==> src/aes_link_pkg.sv <==
// AES block, header byte, core control types and frame FSM states
package aes_link_pkg;

  // Bytes in one key, plaintext or result block
  localparam int BLOCK_BYTES = 16;
  localparam int BLOCK_BITS  = 8 * BLOCK_BYTES;

  // Byte i sits at bits 8i+7 down to 8i
  typedef logic [BLOCK_BITS-1:0] block_t;

  // Byte position in a block, one spare bit so a count can reach BLOCK_BYTES
  typedef logic [$clog2(BLOCK_BYTES):0] byte_idx_t;

  // First byte of every host frame
  typedef struct packed {
    logic [6:0] reserved;
    logic       core_reset;  // Pulse the core reset before this frame
  } header_t;

  // Control lines toward the AES core
  typedef struct packed {
    logic en;     // Sticky once the first block is loaded
    logic rst_n;  // Active-low core reset
    logic kdrdy;  // Key and data ready, one cycle
  } aes_ctrl_t;

  // Frame assembler FSM
  typedef enum logic [1:0] {
    HEADER,  // Waiting for the header byte
    KEY,     // Collecting 16 key bytes
    DATA     // Collecting 16 plaintext bytes
  } frame_state_e;

endpackage

==> src/uart_pkg.sv <==
// UART character width, bit index and byte types with receive and transmit FSM states
package uart_pkg;

  // Data bits per serial character
  localparam int BITS_PER_BYTE = 8;

  // One serial data byte
  typedef logic [BITS_PER_BYTE-1:0] byte_t;

  // Position of a data bit inside a character
  typedef logic [$clog2(BITS_PER_BYTE)-1:0] bit_idx_t;

  // Receiver FSM
  typedef enum logic [1:0] {
    RX_IDLE,   // Line high, waiting for a falling edge
    RX_START,  // Run to the middle of the start bit
    RX_DATA,   // Sample data bits, LSB first
    RX_STOP    // Check the stop bit
  } rx_state_e;

  // Transmitter FSM
  typedef enum logic [1:0] {
    TX_IDLE,   // Line high, ready for a new byte
    TX_START,  // Start bit low
    TX_DATA,   // Data bits, LSB first
    TX_STOP    // Stop bit high
  } tx_state_e;

endpackage

==> src/aes_uart_bridge.sv <==
// Top level chaining receiver, frame assembler, result serializer and transmitter
module aes_uart_bridge #(
  parameter int CLKS_PER_BIT = 10416  // Clock frequency over baud rate
) (
  input  logic                    CLK,
  input  logic                    NRST,
  input  logic                    rx_uart,
  input  aes_link_pkg::block_t    dout_aes,
  input  logic                    dvld_aes,
  output logic                    tx_uart,
  output aes_link_pkg::block_t    kin_aes,
  output aes_link_pkg::block_t    din_aes,
  output aes_link_pkg::aes_ctrl_t ctrl_aes
);

  uart_pkg::byte_t rx_byte;
  logic            rx_valid;
  uart_pkg::byte_t tx_byte;
  logic            tx_valid;
  logic            tx_ready;

  uart_rx #(.CLKS_PER_BIT(CLKS_PER_BIT)) u_uart_rx (
    .CLK      (CLK),
    .NRST     (NRST),
    .rxd      (rx_uart),
    .rx_byte  (rx_byte),
    .rx_valid (rx_valid)
  );

  frame_assembler u_frame_assembler (
    .CLK      (CLK),
    .NRST     (NRST),
    .rx_byte  (rx_byte),
    .rx_valid (rx_valid),
    .kin      (kin_aes),
    .din      (din_aes),
    .ctrl     (ctrl_aes)
  );

  // Result path back from the core
  block_serializer u_block_serializer (
    .CLK      (CLK),
    .NRST     (NRST),
    .dout     (dout_aes),
    .dvld     (dvld_aes),
    .tx_byte  (tx_byte),
    .tx_valid (tx_valid),
    .tx_ready (tx_ready)
  );

  uart_tx #(.CLKS_PER_BIT(CLKS_PER_BIT)) u_uart_tx (
    .CLK      (CLK),
    .NRST     (NRST),
    .tx_byte  (tx_byte),
    .tx_valid (tx_valid),
    .tx_ready (tx_ready),
    .txd      (tx_uart)
  );

endmodule

==> src/block_serializer.sv <==
// Result capture on the dvld rising edge and byte-by-byte hand-off to the transmitter
module block_serializer (
  input  logic                 CLK,
  input  logic                 NRST,
  input  aes_link_pkg::block_t dout,
  input  logic                 dvld,
  output uart_pkg::byte_t      tx_byte,
  output logic                 tx_valid,
  input  logic                 tx_ready
);

  localparam int BW = uart_pkg::BITS_PER_BYTE;
  localparam aes_link_pkg::byte_idx_t LAST_IDX =
    aes_link_pkg::byte_idx_t'(aes_link_pkg::BLOCK_BYTES - 1);

  logic                    dvld_q;
  logic                    dvld_rise;
  logic                    xfer;
  aes_link_pkg::block_t    result;
  aes_link_pkg::byte_idx_t byte_idx;  // Next byte to offer

  assign dvld_rise = dvld && !dvld_q;
  assign xfer      = tx_valid && tx_ready;
  assign tx_byte   = result[BW*byte_idx +: BW];

  // New result only when nothing is pending
  always_ff @(posedge CLK) begin
    if (dvld_rise && !tx_valid) result <= dout;
  end

  always_ff @(posedge CLK or negedge NRST) begin
    if (!NRST) begin
      dvld_q   <= 1'b0;
      tx_valid <= 1'b0;
      byte_idx <= '0;
    end else begin
      dvld_q <= dvld;
      if (!tx_valid) begin
        tx_valid <= dvld_rise;  // Offer byte 0
      end else if (xfer) begin
        byte_idx <= (byte_idx == LAST_IDX) ? '0 : byte_idx + 1'b1;
        if (byte_idx == LAST_IDX) tx_valid <= 1'b0;
      end
    end
  end

  // Transmitter busy, offer must hold
  a_hold_when_stalled: assert property (@(posedge CLK) disable iff (!NRST)
    tx_valid && !tx_ready |=> tx_valid && $stable(tx_byte));

endmodule

==> src/frame_assembler.sv <==
// Header decode, key and plaintext block assembly and AES control generation
module frame_assembler (
  input  logic                    CLK,
  input  logic                    NRST,
  input  uart_pkg::byte_t         rx_byte,
  input  logic                    rx_valid,
  output aes_link_pkg::block_t    kin,
  output aes_link_pkg::block_t    din,
  output aes_link_pkg::aes_ctrl_t ctrl
);

  localparam int BW = uart_pkg::BITS_PER_BYTE;
  localparam aes_link_pkg::byte_idx_t LAST_IDX =
    aes_link_pkg::byte_idx_t'(aes_link_pkg::BLOCK_BYTES - 1);

  aes_link_pkg::frame_state_e state;
  aes_link_pkg::byte_idx_t    byte_idx;
  aes_link_pkg::block_t       key_buf;   // Filled while the frame arrives
  aes_link_pkg::block_t       data_buf;
  aes_link_pkg::header_t      hdr;
  logic                       last_idx;
  logic                       frame_done;  // 33rd byte accepted

  assign hdr        = aes_link_pkg::header_t'(rx_byte);
  assign last_idx   = (byte_idx == LAST_IDX);
  assign frame_done = rx_valid && (state == aes_link_pkg::DATA) && last_idx;

  always_ff @(posedge CLK or negedge NRST) begin
    if (!NRST) begin
      state    <= aes_link_pkg::HEADER;
      byte_idx <= '0;
    end else if (rx_valid) begin
      case (state)
        aes_link_pkg::HEADER: begin
          state    <= aes_link_pkg::KEY;
          byte_idx <= '0;
        end
        aes_link_pkg::KEY: begin
          byte_idx <= last_idx ? '0 : byte_idx + 1'b1;
          if (last_idx) state <= aes_link_pkg::DATA;
        end
        aes_link_pkg::DATA: begin
          byte_idx <= last_idx ? '0 : byte_idx + 1'b1;
          if (last_idx) state <= aes_link_pkg::HEADER;  // Ready for the next frame
        end
        default: state <= aes_link_pkg::HEADER;
      endcase
    end
  end

  // Byte i lands at bits 8i+7:8i
  always_ff @(posedge CLK) begin
    if (rx_valid && state == aes_link_pkg::KEY) key_buf[BW*byte_idx +: BW] <= rx_byte;
    if (rx_valid && state == aes_link_pkg::DATA) data_buf[BW*byte_idx +: BW] <= rx_byte;
  end

  // Both blocks switch together on the last byte
  always_ff @(posedge CLK or negedge NRST) begin
    if (!NRST) begin
      kin <= '0;
      din <= '0;
    end else if (frame_done) begin
      kin <= key_buf;
      din <= {rx_byte, data_buf[aes_link_pkg::BLOCK_BITS-BW-1:0]};
    end
  end

  always_ff @(posedge CLK or negedge NRST) begin
    if (!NRST) begin
      ctrl.en    <= 1'b0;
      ctrl.rst_n <= 1'b1;
      ctrl.kdrdy <= 1'b0;
    end else begin
      ctrl.rst_n <= !(rx_valid && state == aes_link_pkg::HEADER && hdr.core_reset);
      ctrl.kdrdy <= frame_done;
      ctrl.en    <= ctrl.en | frame_done;  // Sticky until NRST
    end
  end

  a_byte_idx_range: assert property (@(posedge CLK) disable iff (!NRST)
    byte_idx < aes_link_pkg::byte_idx_t'(aes_link_pkg::BLOCK_BYTES));

endmodule

==> src/uart_rx.sv <==
// Serial receiver with input synchronizer, mid-bit sampling and stop-bit check
module uart_rx #(
  parameter int CLKS_PER_BIT = 10416
) (
  input  logic            CLK,
  input  logic            NRST,
  input  logic            rxd,
  output uart_pkg::byte_t rx_byte,
  output logic            rx_valid
);

  localparam int CNT_W = $clog2(CLKS_PER_BIT);
  localparam logic [CNT_W-1:0] BIT_END  = CNT_W'(CLKS_PER_BIT - 1);
  localparam logic [CNT_W-1:0] HALF_END = CNT_W'(CLKS_PER_BIT / 2 - 1);
  localparam uart_pkg::bit_idx_t LAST_BIT =
    uart_pkg::bit_idx_t'(uart_pkg::BITS_PER_BYTE - 1);

  uart_pkg::rx_state_e state;
  logic                rxd_s1;
  logic                rxd_s2;   // Synchronized line
  logic [CNT_W-1:0]    clk_cnt;  // Cycles within the bit
  uart_pkg::bit_idx_t  bit_idx;
  logic                sample;

  // Mid-bit strobe for data bits
  assign sample = (state == uart_pkg::RX_DATA) && (clk_cnt == BIT_END);

  // Two-flop synchronizer, idles high
  always_ff @(posedge CLK or negedge NRST) begin
    if (!NRST) begin
      rxd_s1 <= 1'b1;
      rxd_s2 <= 1'b1;
    end else begin
      rxd_s1 <= rxd;
      rxd_s2 <= rxd_s1;
    end
  end

  always_ff @(posedge CLK or negedge NRST) begin
    if (!NRST) begin
      state    <= uart_pkg::RX_IDLE;
      clk_cnt  <= '0;
      bit_idx  <= '0;
      rx_valid <= 1'b0;
    end else begin
      rx_valid <= 1'b0;
      clk_cnt  <= clk_cnt + 1'b1;
      case (state)
        uart_pkg::RX_IDLE: begin
          clk_cnt <= '0;
          if (!rxd_s2) state <= uart_pkg::RX_START;
        end
        uart_pkg::RX_START: begin
          if (clk_cnt == HALF_END) begin
            clk_cnt <= '0;
            bit_idx <= '0;
            // Line went high again, treat as noise
            state   <= rxd_s2 ? uart_pkg::RX_IDLE : uart_pkg::RX_DATA;
          end
        end
        uart_pkg::RX_DATA: begin
          if (sample) begin
            clk_cnt <= '0;
            bit_idx <= bit_idx + 1'b1;
            if (bit_idx == LAST_BIT) state <= uart_pkg::RX_STOP;
          end
        end
        uart_pkg::RX_STOP: begin
          if (clk_cnt == BIT_END) begin
            rx_valid <= rxd_s2;  // Framing error drops the byte
            state    <= uart_pkg::RX_IDLE;
          end
        end
        default: state <= uart_pkg::RX_IDLE;
      endcase
    end
  end

  // Shift in LSB first
  always_ff @(posedge CLK) begin
    if (sample) rx_byte <= {rxd_s2, rx_byte[uart_pkg::BITS_PER_BYTE-1:1]};
  end

  a_rx_valid_single: assert property (@(posedge CLK) disable iff (!NRST)
    rx_valid |=> !rx_valid);

endmodule

==> src/uart_tx.sv <==
// Serial transmitter sending start, eight data bits LSB first and stop
module uart_tx #(
  parameter int CLKS_PER_BIT = 10416
) (
  input  logic            CLK,
  input  logic            NRST,
  input  uart_pkg::byte_t tx_byte,
  input  logic            tx_valid,
  output logic            tx_ready,
  output logic            txd
);

  localparam int CNT_W = $clog2(CLKS_PER_BIT);
  localparam logic [CNT_W-1:0] BIT_END = CNT_W'(CLKS_PER_BIT - 1);
  localparam uart_pkg::bit_idx_t LAST_BIT =
    uart_pkg::bit_idx_t'(uart_pkg::BITS_PER_BYTE - 1);

  uart_pkg::tx_state_e state;
  logic [CNT_W-1:0]    clk_cnt;
  logic                bit_end;
  uart_pkg::bit_idx_t  bit_idx;
  uart_pkg::byte_t     shift;  // Bit 0 is on the line during DATA

  assign tx_ready = (state == uart_pkg::TX_IDLE);
  assign bit_end  = (clk_cnt == BIT_END);

  always_ff @(posedge CLK or negedge NRST) begin
    if (!NRST) begin
      state   <= uart_pkg::TX_IDLE;
      clk_cnt <= '0;
      bit_idx <= '0;
      txd     <= 1'b1;
    end else begin
      clk_cnt <= bit_end ? '0 : clk_cnt + 1'b1;
      case (state)
        uart_pkg::TX_IDLE: begin
          clk_cnt <= '0;
          if (tx_valid) begin
            txd   <= 1'b0;  // Start bit
            state <= uart_pkg::TX_START;
          end
        end
        uart_pkg::TX_START: begin
          if (bit_end) begin
            txd     <= shift[0];
            bit_idx <= '0;
            state   <= uart_pkg::TX_DATA;
          end
        end
        uart_pkg::TX_DATA: begin
          if (bit_end) begin
            bit_idx <= bit_idx + 1'b1;
            txd     <= (bit_idx == LAST_BIT) ? 1'b1 : shift[1];
            if (bit_idx == LAST_BIT) state <= uart_pkg::TX_STOP;
          end
        end
        uart_pkg::TX_STOP: begin
          if (bit_end) state <= uart_pkg::TX_IDLE;
        end
        default: state <= uart_pkg::TX_IDLE;
      endcase
    end
  end

  // Load on hand-off, shift right after each data bit
  always_ff @(posedge CLK) begin
    if (tx_ready && tx_valid) shift <= tx_byte;
    else if (state == uart_pkg::TX_DATA && bit_end) shift <= shift >> 1;
  end

endmodule
==> config.mk <==
export PLATFORM = sky130hd
export DESIGN_NAME = aes_uart_bridge
export DESIGN_NICKNAME = d
export VERILOG_FILES = /design/src/aes_link_pkg.sv /design/src/uart_pkg.sv /design/src/aes_uart_bridge.sv /design/src/block_serializer.sv /design/src/frame_assembler.sv /design/src/uart_rx.sv /design/src/uart_tx.sv
export SDC_FILE = /design/constraint.sdc
export NUM_CORES = 1
export LEC_CHECK = 0
export BUFFER_PORTS_ARGS = -buffer_cell sky130_fd_sc_hd__buf_2
export CAP_MARGIN = 10
export CORE_AREA = 4 4 303 305
export CTS_BUF_LIST = sky130_fd_sc_hd__clkbuf_4 sky130_fd_sc_hd__clkbuf_8
export DETAILED_ROUTE_END_ITERATION = 7
export DIE_AREA = 0 0 307 309
export GPL_ROUTABILITY_DRIVEN = 0
export PLACE_DENSITY = 0.47
export SYNTH_ARGS = -nofsm -noshare
export SYNTH_HDL_FRONTEND = slang
export SYNTH_SLANG_ARGS = --single-unit
==> constraint.sdc <==
create_clock -name CLK -period 15 [get_ports CLK]
set_clock_uncertainty 0.2 [all_clocks]
set_input_delay 3 -clock CLK [delete_from_list [all_inputs] [get_ports CLK]]
set_output_delay 3 -clock CLK [all_outputs]
set_load 0.05 [all_outputs]
==> results.txt <==
Area share of the largest cell type after synthesis = 0.4445
Synth area leader = edfxtp_1
Worst-path clk slew = 0.06 ns
RSZ-0062 raised after global routing = false
EDFF count, synth = 392
Final wirelength = 70450 µm
WL met1 = 30010 µm
Final hold vios = 0
FFs w/ async S/R, synth = 0.4455
Cells after synthesis = 1566
Wire length on met2 = 34090 µm
Final period util = 0.3177
P_leak = 13.58 nW
Reg2reg path depth = 7
Yosys cell types = 57
Layout cells sized above 1 = 0.4356
Post-CTS Resized = 0
Yosys reg bits = 707
Hold-critical path depth = 0
YS warnings = 0
Starting density of the core = 0.2964
Layout net count = 2185
Buf+Inv Stages, Crit Path = 1
Core area = 0.08932 mm²
# Max-Cap Violations = 0
Core Rows = 110
H-tree levels = 3
Top layer in use = met4
Period minus WS final = 4.765 ns
Gr usage total = 0.1460
Die Span X = 307 µm
DR WL met3 = 4838 µm
DRT iter0 DRCs = 829
DIE AREA = 0.09486 mm²
Setup CP Type = reg -> out
Via-to-Cell Ratio = 4.508
Mapped Area = 0.02648 mm²
IO buf count = 391
Postcts setup bufs = 0
CP startpoint kind = flip-flop
Worst min-delay path category = reg -> reg
Global-route wire length before repair = 103400 µm
Pin count of the biggest net entering global routing = 193
Power Dens Cells = 130.9 mW/mm²
Worst-Margin Slew = 1.153 ns
Worst Path Arrival = 1.57 ns
Vias in the first global route = 15.96k
Die height = 309 µm
Most common cell in the netlist = edfxtp_1
Req. time, crit path = 11.80 ns
Antenna violations before repair = 5
Peak supply drop = 0.08788 mV
Area Overhead vs Synth = 22.19%
Routed WL per cell = 21.25 µm
Status = finished clean
Crit path max-delay cell type = dfstp_2
CTS tree = built
Fmax = 209.9 MHz
# setup viols final = 0
Post-Route Setup TNS = 0 ns
Critical-path cell list = buf_2
DR pass1 iterations = 5
Drc violations = 0
Top delay family on crit path = flip-flops
Crit path depth = 1
Max-slew headroom = 0.2288
Crit path max fanout = 2
Top FF cell, synth = edfxtp_1
Skew-Pair Late Insertion Delay = 0.76 ns
Synth top area cells = edfxtp_1, dfrtp_1, mux2_2, mux4_2, nor2_1
CTS sink cnt = 707
Vias after detailed routing = 14.95k
Final ANT Viol Nets = 0
Area post-placement = 0.02980 mm²
Top cells by count, synth = edfxtp_1, dfrtp_1, mux2_2
Sequential share of the synthesized area = 0.7424
Gr ovfl total = 0
Syn Area/Cell = 16.91 µm²
Crit. End Element = output pin
Root buf cell = clkbuf_8
Slowest Stage Delay on Critical Path = 0.53 ns
Final core utilization = 0.3622
# IOs = 392
Fin. max-slew vios = 0
Dpl hpwl = 48210 µm
Syn_nets = 1723
Longest Clk Path Bufs = 3
Design Area, Final = 0.03235 mm²
CTS Hold Buffers Added = 0
Num CTS Buffers = 119
[layout by cell type (no fill, tap or decap), drive strengths merged, types with 5 or more instances in the layout]
cell / n
a22o: 6
ha: 25
clkinv: 31
nor2: 158
inv: 25
mux2i: 17
nand2b: 5
buf: 409
nand4: 6
and3: 31
o221ai: 10
mux2: 260
xnor2: 12
clkbuf: 187
nor2b: 11
diode: 5
a21oi: 6
nand3: 24
and2: 29
xor2: 14
nand2: 63
dfrtp: 311
nor3: 7
mux4: 32
o21ai: 14
edfxtp: 392
[path summary, 6_finish.rpt]
kind / end / slack (ns) / start
max in group asynchronous: u_frame_assembler.kin[80]$_DFFE_PN0P_ / 10.98 / NRST
worst max register to register: u_frame_assembler.key_buf[54]$_DFFE_PP_ / 11.26 / u_frame_assembler.byte_idx[0]$_DFFE_PN0P_
worst min register to register: u_uart_rx.rxd_s2$_DFF_PN1_ / 0.17 / u_uart_rx.rxd_s1$_DFF_PN1_
worst min-delay path: u_uart_rx.rxd_s2$_DFF_PN1_ / 0.17 / u_uart_rx.rxd_s1$_DFF_PN1_
min in group asynchronous: u_frame_assembler.kin[65]$_DFFE_PN0P_ / 2.03 / NRST
worst max-delay path: tx_uart / 10.23 / u_uart_tx.txd$_DFFE_PN1P_
[kinds of logic after synthesis]
family | count (synthesis) | synth area share
buffers and inverters | 88 | 0.01399
AOI/OAI and AO/OA | 55 | 0.01498
and+or+nand+nor | 356 | 0.06398
xor gates and xnor gates | 26 | 0.008600
muxes | 309 | 0.1442
DFF | 707 | 0.7424
adders and majority gates | 25 | 0.01181
[final cells by class]
class | instances | area, µm²
Antenna cell | 5 | 12.51
Clock buffer | 187 | 2223
Clock inverter | 41 | 307.8
Fill cell | 8603 | 56970
Inverter | 20 | 75.07
Multi-Input combinational cell | 771 | 6474
Sequential cell | 707 | 19660
Tap cell | 1176 | 1471
Timing Repair Buffer | 409 | 2131
[registers in the layout, indices dropped and copies added (netlist names), 5 cells and up, named ones only]
signal	cells
u_uart_tx.clk_cnt	14
u_frame_assembler.byte_idx	5
u_uart_rx.rx_byte	8
u_uart_rx.clk_cnt	14
u_frame_assembler.kin	128
u_frame_assembler.key_buf	128
u_block_serializer.result	128
u_uart_tx.shift	8
u_frame_assembler.din	128
u_frame_assembler.data_buf	120
u_block_serializer.byte_idx	5
[power by group]
group	switching, mW	internal, mW	leakage (nW)
Clock	0.789	0.999	1.36
Combinational	0.182	0.151	4.83
Sequential	0.0293	2.09	7.39
Total	1.00	3.24	13.6
[routing by layer]
layer	vias up	GRT usage
li1	6717	-
met1	7674	0.1873
met2	445	0.2413
met3	111	0.04163
met4	0	0.04524
met5	-	0
[per-stage QoR]
| step | total power, mW | worst slack, ns | cells | hold slack [ns] |
|---|---|---|---|---|
| floorplan | 2.382 | 5.385 | 1566 | 0.1452 |
| detailed placement | 2.500 | 10.14 | 3082 | 0.1566 |
| global placement | 2.491 | 10.18 | 3082 | 0.1559 |
| CTS | 4.324 | 10.11 | 3310 | 0.1648 |
| global route | 4.441 | 10.13 | 3314 | 0.1743 |
| finish | 4.237 | 10.23 | 3316 | 0.1747 |
(Power assumes the default switching activity.)
